[src/rtl/fetch_pkg.sv]
/*
	Fetch front end shared types
	Address and instruction types, queue and predictor sizes, stage structs
*/
package fetch_pkg;

	typedef logic [31:0] addr_t; // Byte address
	typedef logic [31:0] inst_t; // Fixed 32-bit instruction word

	localparam int ADDR_QUEUE_DEPTH = 4; // Outstanding fetch requests
	localparam int QUEUE_PTR_W = $clog2(ADDR_QUEUE_DEPTH);
	localparam int QUEUE_CNT_W = $clog2(ADDR_QUEUE_DEPTH + 1);

	// Index is address bits 4:2, tag is bits 31:5
	localparam int BTB_ENTRIES = 8;
	localparam int BTB_INDEX_W = $clog2(BTB_ENTRIES);
	typedef logic [BTB_INDEX_W-1:0] btb_index_t;
	typedef logic [31:BTB_INDEX_W+2] btb_tag_t;

	localparam logic [5:0] OP_BRANCH = 6'h04; // Top opcode bits of a branch
	localparam addr_t RESET_PC = 32'h0000_0000;

	typedef struct packed {
		logic kernel; // Supervisor mode
		logic paging; // Paging enabled
	} mode_t;

	typedef struct packed {
		addr_t addr;
		mode_t mode;
	} queue_entry_t;

	typedef struct packed {
		inst_t inst;
		addr_t pc;
		mode_t mode;
		logic pagefault;
		logic predicted;
		addr_t pred_target;
	} fetch_out_t;

	typedef struct packed {
		addr_t inst_addr;
		addr_t target;
		logic taken;
	} btb_update_t;

	typedef enum logic [1:0] {BOOT, RUN, HALT} fetch_state_t;

endpackage

[src/rtl/fetch_ctrl.sv]
/*
	Fetch controller
	Program counter sequencer, request issue, redirect, flush and halt
*/
`timescale 1ns/1ps

module fetch_ctrl import fetch_pkg::*; (
	input logic iCLOCK,
	input logic inRESET,
	// Exception side
	input logic exc_event,
	input logic exc_addr_set,
	input addr_t exc_addr,
	// Processor status
	input logic psr_kernel,
	input logic psr_paging,
	// Issue conditions
	input logic queue_full,
	input logic mem_busy,
	input logic decode_stall,
	// Prediction answer for the returning instruction
	input logic pred_hit,
	input addr_t pred_target,
	output logic mem_req,
	output addr_t mem_addr,
	output queue_entry_t push_entry,
	output logic flush,
	output logic kill
);

	fetch_state_t state;
	addr_t pc;
	logic exc_any;

	assign exc_any = exc_event || exc_addr_set;

	// Prediction only redirects when no exception owns this cycle
	assign flush = pred_hit && !exc_any;
	assign kill = exc_event || flush; // Empties the queue and the out stage

	always_comb begin
		mem_req = (state == RUN) && !queue_full && !mem_busy && !decode_stall
			&& !flush && !exc_any;
	end

	assign mem_addr = pc;

	// Mode bits captured at request time
	always_comb begin
		push_entry.addr = pc;
		push_entry.mode.kernel = psr_kernel;
		push_entry.mode.paging = psr_paging;
	end

	always_ff @(posedge iCLOCK or negedge inRESET) begin
		if (!inRESET) begin
			state <= BOOT;
			pc <= RESET_PC;
		end else if (exc_addr_set) begin
			// New exception vector, bit 0 dropped
			pc <= {exc_addr[31:1], 1'b0};
			state <= RUN;
		end else if (exc_event) begin
			state <= HALT; // Wait for an address
		end else if (flush) begin
			pc <= pred_target;
			state <= RUN;
		end else begin
			case (state)
				BOOT: begin
					pc <= RESET_PC;
					state <= RUN;
				end
				RUN: begin
					if (mem_req) begin
						pc <= pc + 32'd4;
					end
				end
				HALT: begin
					state <= HALT;
				end
				default: begin
					state <= HALT;
				end
			endcase
		end
	end

endmodule

[src/rtl/fetch_addr_queue.sv]
/*
	Fetch address queue
	In-order buffer of outstanding request addresses with their mode bits
*/
`timescale 1ns/1ps

module fetch_addr_queue import fetch_pkg::*; (
	input logic iCLOCK,
	input logic inRESET,
	input logic clear,
	input logic push,
	input queue_entry_t push_entry,
	input logic pop,
	output logic full,
	output queue_entry_t head
);

	queue_entry_t mem [ADDR_QUEUE_DEPTH];
	logic [QUEUE_PTR_W-1:0] wr_ptr;
	logic [QUEUE_PTR_W-1:0] rd_ptr;
	logic [QUEUE_CNT_W-1:0] count;

	assign full = (count == QUEUE_CNT_W'(ADDR_QUEUE_DEPTH));
	assign head = mem[rd_ptr]; // Oldest request

	// Entry storage
	always_ff @(posedge iCLOCK) begin
		if (push && !clear) begin
			mem[wr_ptr] <= push_entry;
		end
	end

	// Pointers wrap naturally, depth is a power of two
	always_ff @(posedge iCLOCK or negedge inRESET) begin
		if (!inRESET) begin
			wr_ptr <= '0;
			rd_ptr <= '0;
			count <= '0;
		end else if (clear) begin
			wr_ptr <= '0;
			rd_ptr <= '0;
			count <= '0;
		end else begin
			if (push) begin
				wr_ptr <= wr_ptr + 1'b1;
			end
			if (pop) begin
				rd_ptr <= rd_ptr + 1'b1;
			end
			case ({push, pop})
				2'b10: count <= count + 1'b1;
				2'b01: count <= count - 1'b1;
				default: count <= count; // Both or neither
			endcase
		end
	end

endmodule

[src/rtl/branch_target_buffer.sv]
/*
	Branch target buffer
	Direct-mapped taken-branch predictor with lookup and training ports
*/
`timescale 1ns/1ps

module branch_target_buffer import fetch_pkg::*; (
	input logic iCLOCK,
	input logic inRESET,
	// Lookup from the returning instruction
	input logic lookup,
	input addr_t lookup_addr,
	// Training from execute
	input logic train,
	input btb_update_t update,
	output logic hit,
	output addr_t target
);

	logic [BTB_ENTRIES-1:0] valid;
	btb_tag_t tag_mem [BTB_ENTRIES];
	addr_t target_mem [BTB_ENTRIES];

	btb_index_t lookup_idx;
	btb_tag_t lookup_tag;
	btb_index_t train_idx;
	btb_tag_t train_tag;

	// Address fields
	always_comb begin
		lookup_idx = lookup_addr[BTB_INDEX_W+1:2];
		lookup_tag = lookup_addr[31:BTB_INDEX_W+2];
		train_idx = update.inst_addr[BTB_INDEX_W+1:2];
		train_tag = update.inst_addr[31:BTB_INDEX_W+2];
	end

	always_comb begin
		hit = lookup && valid[lookup_idx] && (tag_mem[lookup_idx] == lookup_tag);
		target = target_mem[lookup_idx];
	end

	// Taken fills the entry, not-taken drops it
	always_ff @(posedge iCLOCK or negedge inRESET) begin
		if (!inRESET) begin
			valid <= '0;
		end else if (train) begin
			valid[train_idx] <= update.taken;
		end
	end

	always_ff @(posedge iCLOCK) begin
		if (train && update.taken) begin
			tag_mem[train_idx] <= train_tag;
			target_mem[train_idx] <= update.target;
		end
	end

endmodule

[src/rtl/fetch_out_stage.sv]
/*
	Fetch output stage
	Registered result to decode, held on stall and cleared on kill
*/
`timescale 1ns/1ps

module fetch_out_stage import fetch_pkg::*; (
	input logic iCLOCK,
	input logic inRESET,
	input logic clear,
	input logic stall,
	input logic in_valid,
	input fetch_out_t in,
	output logic out_valid,
	output fetch_out_t out
);

	fetch_out_t stage;
	logic stage_valid;

	always_ff @(posedge iCLOCK or negedge inRESET) begin
		if (!inRESET) begin
			stage_valid <= 1'b0;
			stage <= '0;
		end else if (clear) begin
			// Older contents are dropped
			// an instruction accepted in the kill cycle still lands
			stage_valid <= in_valid;
			stage <= in_valid ? in : '0;
		end else if (!stall) begin
			stage_valid <= in_valid;
			stage <= in;
		end
	end

	assign out_valid = stage_valid;
	assign out = stage;

endmodule

[src/rtl/fetch_unit.sv]
/*
	Instruction fetch front end
	Ties the controller, address queue, predictor and output stage together
*/
`timescale 1ns/1ps

module fetch_unit import fetch_pkg::*; (
	input logic iCLOCK,
	input logic inRESET,
	// Processor status
	input logic psr_kernel,
	input logic psr_paging,
	// Exception
	input logic exc_event,
	input logic exc_addr_set,
	input addr_t exc_addr,
	// Instruction memory
	output logic mem_req,
	output addr_t mem_addr,
	input logic mem_busy,
	input logic mem_valid,
	input inst_t mem_inst,
	input logic mem_pagefault,
	output logic mem_hold,
	// Decode
	output logic out_valid,
	output fetch_out_t out,
	input logic decode_stall,
	// Predictor training
	input logic btb_train,
	input btb_update_t btb_update,
	output logic fetch_flush
);

	logic queue_full, kill, accept, lookup, pred_hit;
	addr_t pred_target;
	queue_entry_t push_entry, head;
	fetch_out_t resp;

	assign mem_hold = decode_stall; // Memory keeps its response while decode waits
	assign accept = mem_valid && !decode_stall;
	assign lookup = accept && (mem_inst[31:26] == OP_BRANCH);

	always_comb begin
		resp.inst = mem_inst;
		resp.pc = head.addr;
		resp.mode = head.mode;
		resp.pagefault = mem_pagefault;
		resp.predicted = fetch_flush;
		resp.pred_target = pred_target;
	end

	fetch_ctrl u_ctrl (.iCLOCK, .inRESET, .exc_event, .exc_addr_set, .exc_addr,
		.psr_kernel, .psr_paging, .queue_full, .mem_busy, .decode_stall, .pred_hit,
		.pred_target, .mem_req, .mem_addr, .push_entry, .flush(fetch_flush), .kill);

	fetch_addr_queue u_queue (.iCLOCK, .inRESET, .clear(kill), .push(mem_req),
		.push_entry, .pop(accept), .full(queue_full), .head);

	branch_target_buffer u_btb (.iCLOCK, .inRESET, .lookup, .lookup_addr(head.addr),
		.train(btb_train), .update(btb_update), .hit(pred_hit), .target(pred_target));

	// A response arriving with an exception is discarded
	fetch_out_stage u_out (.iCLOCK, .inRESET, .clear(kill), .stall(decode_stall),
		.in_valid(accept && !exc_event), .in(resp), .out_valid, .out);

endmodule

[config.mk]
export PLATFORM = sky130hd
export DESIGN_NAME = fetch_unit
export DESIGN_NICKNAME = d
export VERILOG_FILES = /design/src/rtl/fetch_pkg.sv /design/src/rtl/fetch_ctrl.sv /design/src/rtl/fetch_addr_queue.sv /design/src/rtl/branch_target_buffer.sv /design/src/rtl/fetch_out_stage.sv /design/src/rtl/fetch_unit.sv
export SDC_FILE = /design/constraint.sdc
export NUM_CORES = 1
export LEC_CHECK = 0
export ABC_AREA = 1
export BUFFER_PORTS_ARGS = -buffer_cell sky130_fd_sc_hd__buf_2
export CAP_MARGIN = 20
export CORE_ASPECT_RATIO = 1.25
export CORE_UTILIZATION = 64
export CTS_BUF_LIST = sky130_fd_sc_hd__clkbuf_16
export DETAILED_ROUTE_END_ITERATION = 10
export PLACE_DENSITY = 0.85
export SLEW_MARGIN = 5
export SYNTH_ARGS = -nofsm -noshare
export SYNTH_HDL_FRONTEND = slang
export SYNTH_HIERARCHICAL = 1
export SYNTH_SLANG_ARGS = --single-unit
[constraint.sdc]
create_clock -name iCLOCK -period 6.7 [get_ports iCLOCK]
set_clock_uncertainty 0.1 [all_clocks]
set_input_delay 0.335 -clock iCLOCK [delete_from_list [all_inputs] [get_ports iCLOCK]]
set_output_delay 0.335 -clock iCLOCK [all_outputs]
set_load 0.01 [all_outputs]
; Yosys cells after proc, flatten, opt, wreduce, memory -nomap -nowiden
; Memories as Yosys holds them, arrays and structs flattened.
; Cells that the tools add are included.
[word_totals]
register_bits = 150
ram_bits = 608
in_bits = 140
output_inout_bits = 136
word_cells = 93
mem_count = 3
[op_classes]
add_sub_neg = 5
order_cmp = 3
eq_ne = 10
mux = 29
n_reduce_logical = 29
[mem_list]
columns = memory, depth, width, rd, rd_ports_with_merged_regs, wr, line
row1 = u_btb.target_mem, 8, 32, 1, 0, 1, branch_target_buffer.sv:22  ; addr_t target_mem [BTB_ENTRIES];
row2 = u_btb.tag_mem, 8, 27, 1, 0, 1, branch_target_buffer.sv:21  ; btb_tag_t tag_mem [BTB_ENTRIES];
row3 = u_queue.mem, 4, 34, 1, 0, 1, fetch_addr_queue.sv:18  ; queue_entry_t mem [ADDR_QUEUE_DEPTH];
[ops]
columns = cell, count
row1 = $mux W100, 3
row2 = $mux W32, 4
row3 = $pmux W32 S2, 1
row4 = $add A32 B3 Y32 const B, 1
row5 = $eq A27 B27 Y1, 1
row6 = $logic_and A1 B1 Y1, 14
row7 = $mux W2, 7
row8 = $bwmux W8, 1
row9 = $lt A3 B4 Y1 const B, 2
row10 = $mux W1, 8
row11 = $logic_not A1 Y1, 7
row12 = $eq A6 B3 Y1 const B, 1
row13 = $pmux W3 S2, 1
row14 = $add A2 B1 Y2 const B, 2
row15 = $eq A2 B1 Y1 const B, 2
row16 = $ne A2 B1 Y1 const B, 2
row17 = $ne A4 B2 Y1 const B, 1
row18 = $ne A4 B3 Y1 const B, 1
row19 = $pmux W2 S2, 1
row20 = $reduce_bool A2 Y1, 2
row21 = $reduce_bool A4 Y1, 1
row22 = $add A3 B1 Y3 const B, 1
row23 = $bmux W1 S3, 1
row24 = $demux W1 S3, 1
row25 = other kinds (9), 10

; Longest topological paths before layout
[logic_depth]
word_depth = 14
depth_mapped = 32
depth_no_buf = 28

; By module
; The synthesis kept the hierarchy.
[by_module_without_submodules]
columns = module, n_inst, cells_per_inst, area_each_um2, seq_area_each_um2
row1 = branch_target_buffer, 1, 1773, 20005.4, 14373.8
row2 = fetch_addr_queue, 1, 388, 5566.6, 4259.1
row3 = fetch_out_stage, 1, 440, 3985.1, 2527.4
row4 = fetch_ctrl, 1, 508, 3094.2, 850.8
row5 = fetch_unit, 1, 11, 48.8, 0.0

; Worst setup path after synthesis
; No wires, ideal clock.
[synth_timing]
kind = reg-to-reg
start = register u_queue.rd_ptr[1]
end = memory u_queue/mem[0][0] in the netlist's numbering (enable)
setup_time_ns = 0.425
arrival_time_ns = 4.268
required_ns = 6.175
path_slack_ns = 1.907
stages_incl_launch_ff = 22
n_path_buf = 4
period_less_slack_ns = 4.793
path_cell_list = dfrtp_1 > inv_1 > clkbuf_2 > o21ai_0 > o22ai_1 > buf_6 > buf_8 > buf_4 > nand2_1 > nand3_1 > nand3_1 > a21oi_1 > nor2_1 > nand2_1 > nor2_1 > nand2_1 > nor2_1 > nand2_4 > nand3_4 > nor2_1 > nand2_1 > nor2_1
[synth_rtl]
columns = item, line
row1 = from (decl), fetch_addr_queue.sv:20  ; logic [QUEUE_PTR_W-1:0] rd_ptr;
row2 = from (signal assigned), fetch_addr_queue.sv:48  ; rd_ptr <= rd_ptr + 1'b1;
row3 = to (decl), fetch_addr_queue.sv:18

==> key figures <==
GRT
  • Largest net degree at the start of global routing: 163
  • First-pass GRT wire length: 136,200 microns
  • Initial antenna violation count: 3
  • Vias in the first global route: 25,000
  • Total track usage: 0.3483
  • Overflow after GRT: 0

Clocking
  • TritonCTS buffer count: slightly above 70
  • Setup Buffers After CTS: 0
  • CTS H-tree lvls: 3
  • Clk slew on worst S/H paths: 0.06 ns
  • CTS tree: done
  • Clock tree buffer depth: 3
  • CTS root buf: clkbuf_16
  • Clk sink count: 758
  • Worst-Skew Late Latency: 0.63 ns

Route
  • Post-route DRC violation count: 0
  • Via count: 25,480
  • DR pass1 iterations: 9
  • Avg Vias per Cell: approximately 6.1
  • Drt initial violations: 3,451
  • Antenna viol nets, final: 0
  • Wire per inst: approximately 22 microns
  • WL final: 91,810 microns

Yosys
  • Largest area contributor in the netlist: edfxtp_1
  • Mapped Cells: 3,120
  • Syn Nets: 3,266
  • Top post-synthesis cells by area: edfxtp_1 (56%), dfrtp_1 (11%), nand2_1 (8.9%), nor2_1 (4.8%), nand3_1 (4.2%)
  • Yosys cell types: 43
  • FF+latch count, synth: 758
  • Syn. warnings: 6
  • Seq/Total Area, Yosys: 0.6731
  • Mean Syn Cell Area: approximately 10 sq um
  • Synth Cell Area: 0.03270 sq mm
  • Share of the synthesized area in the top cell type: 0.5583

Critical path
  • Max incr delay on CP: 0.81 ns
  • Crit Path Max Fanout: 64
  • Most frequent CP cell: nand2_1
  • Crit-path slowest cell: dfrtp_2
  • Startpoint Class: flip-flop
  • Crit. End Element: flip-flop
  • Cells along the critical path: inv_4 > buf_4 > o21ai_0 > o22ai_2 > inv_2 > nand3_1 > nand3_1 > nand2_1 > nor2_1 > nand2_1 > inv_1 > nand3_1 > nor2_1 > nand2_4 > nand2_1 > clkinv_1 > nand2_1 > nor2_2 > buf_4
  • Critical path class: reg -> reg
  • Critical Path AT: approximately 6 ns
  • WP data required: between 6 and 7 ns

Floorplanning
  • # IOs: approximately 280
  • Initial Utilization: 0.6486
  • Die height: roughly 250 microns
  • Die W: 204.2 microns
  • Core area: approximately 0.05 sq mm
  • Die Area: 0.05201 sq mm
  • FP Rows: 92

Place
  • RD Place Congestion: 0.9262
  • IO Port Bufs: between 200 and 300
  • Pre-CTS WS: 1.196 ns
  • Post-DP HPWL: 52,780 microns

Layout
  • Share of post-route cells with drive strength above 1: 0.1351
  • Most frequent cells in the layout: nand2_1 (770), edfxtp_1 (608), nor2_1 (409), nand3_1 (274), buf_2 (271)
  • FILL cells: 3,060
  • Commonest non-fill, non-tap cell in the layout: nand2_1
  • Final #Nets: 3,579
  • Area Overhead vs Synth: 15.48%

Power and ir drop
  • Leakage: 15.78 nW
  • Clock share of power: 0.374
  • Proportion of power drawn by combinational gates: 0.116
  • Sw frac: 0.2544
  • Worst VDD drop: 281.9 uV
  • PwrDens: 284.3 mW/mm^2
  • Sequential Power Share: 0.510
  • Int Pwr: between 8 and 9 mW
  • Psw: ~2.7 mW

Timing
  • Unrepaired setup endpoints after global routing: no
  • Setup_tns: 0 ns
  • Post-layout min period: roughly 5.8 ns
  • Slew headroom: 0.2359
  • # setup viols final: 0
  • Max frequency: 172.7 MHz
  • Max-slew violation count: 0
  • Worst-margin pin slew: 1.143 ns
  • Crit share post-route: 0.8640
  • Hold Fails Final Rpt: 0
  • Final worst slack: between 0.9 and 1 ns

Run
  • Maxcap violations: 0

Worst hold path
  • HP Class: in -> reg

Outcome
  • Status: finished clean
-- layer usage --
layer	part of all wire	vias up	wire length [microns]	track usage
li1	-	11110	-	-
met1	0.34	12070	31150	0.4179
met2	0.49	1916	44680	0.5720
met3	0.11	383	10290	0.07450
met4	0.062	2	5676	0.2264
met5	0.00014	-	13	0
-- flip-flops by register name, indices dropped and copies added, names as in the netlist --
signal / flops
u_out/out_valid: 1
u_ctrl/state: 2
u_ctrl/mem_addr: 32
u_queue/count: 3
u_btb/tag_mem: 216
u_queue/rd_ptr: 2
u_queue/wr_ptr: 2
u_out/out: 100
u_btb/valid: 8
u_queue/mem: 136
u_btb/target_mem: 256
-- final timing paths --
path | start | end | slack [ns] | cells past startpoint
min reg2reg | u_out/out[75]$_DFFE_PN0P_ | u_out/out[75]$_DFFE_PN0P_ | 0.37 | 2
min in group asynchronous | inRESET | u_out/out[80]$_DFFE_PN0P_ | 0.30 | 2
max in group asynchronous | inRESET | u_queue/rd_ptr[0]$_DFFE_PN0P_ | 4.80 | 3
min | mem_inst[30] | u_out/out[98]$_DFFE_PN0P_ | 0.03 | 3
max | u_queue/rd_ptr[0]$_DFFE_PN0P_ | u_queue/mem[0][19]$_DFFE_PP_ | 0.91 | 19
max reg2reg | u_queue/rd_ptr[0]$_DFFE_PN0P_ | u_queue/mem[0][19]$_DFFE_PP_ | 0.91 | 19
-- through the flow --
stage | std cells | power, mW | hold WS [ns] | util | cell area [sq um]
finish | 4147 | 10.74 | 0.03025 | 0.7490 | 37760
global route | 4147 | 11.03 | 0.02866 | 0.7490 | 37760
CTS | 4142 | 10.69 | 0.003045 | 0.7474 | 37680
detailed placement | 3896 | 6.681 | 0.3603 | 0.6780 | 34180
global placement | 3895 | 6.618 | 0.3563 | 0.6776 | 34160
floorplan | 3120 | 6.243 | -0.06059 | - | 32700
-- Yosys cell counts (all sizes together) --
master,instances
o31ai,1
edfxtp,608
a22o,1
dfrtp,150
or2,1
nand3,275
xor2,1
a21oi,34
o21ai,245
fa,1
a32o,1
nand2,774
nor3,4
inv,244
clkbuf,43
o22ai,67
a31oi,32
nand3b,16
xnor2,2
buf,154
o211ai,10
nor2,439
nand4,9
clkinv,1
ha,5
o21bai,2
-- worst max-delay path: cells and delay by family, from the launching register on --
kind,cells,cell delay [ns]
buffers and inverters,6,1.63
DFF,1,0.81
and+or+nand+nor,11,2.33
AOI/OAI and AO/OA,2,0.52
-- timing repair --
item                                    CTS  global route
hold endpoints to repair                632             0
endpoints found under the setup margin    0             0
resized for setup                         0             0
hold buffers                            118             0
-- kinds of logic after synthesis --
family,Yosys count,share of synthesized area
adders and majority gates,6,0.002525
AOI/OAI and AO/OA,393,0.06719
buffers and inverters,442,0.06608
xor gates and xnor gates,3,0.0008037
and+or+nand+nor,1518,0.1903
DFF,758,0.6731
-- power groups by stage --
stage | clock network [mW] | logic [mW] | registers [mW]
after global routing | 4.20 | 1.34 | 5.49
final | 4.02 | 1.24 | 5.47
after detailed placement | 0 | 1.12 | 5.56
after floorplan | 0 | 0.712 | 5.53
after CTS | 4.03 | 1.20 | 5.46
after global placement | 0 | 1.07 | 5.54
-- cell type report --
type                    instances  area [sq um]  area share
diodes                          2         5.005   0.0001325
clock buffers                  76          1902     0.05036
clock inverters                52         416.7     0.01103
inverters                     245         928.4     0.02458
multi-input cells            1920          8655      0.2292
flip-flops and latches        758         22010      0.5829
well taps                     658         823.3     0.02180
repair buffers                436          3022     0.08001
Power figures use the tool's default switching activity.
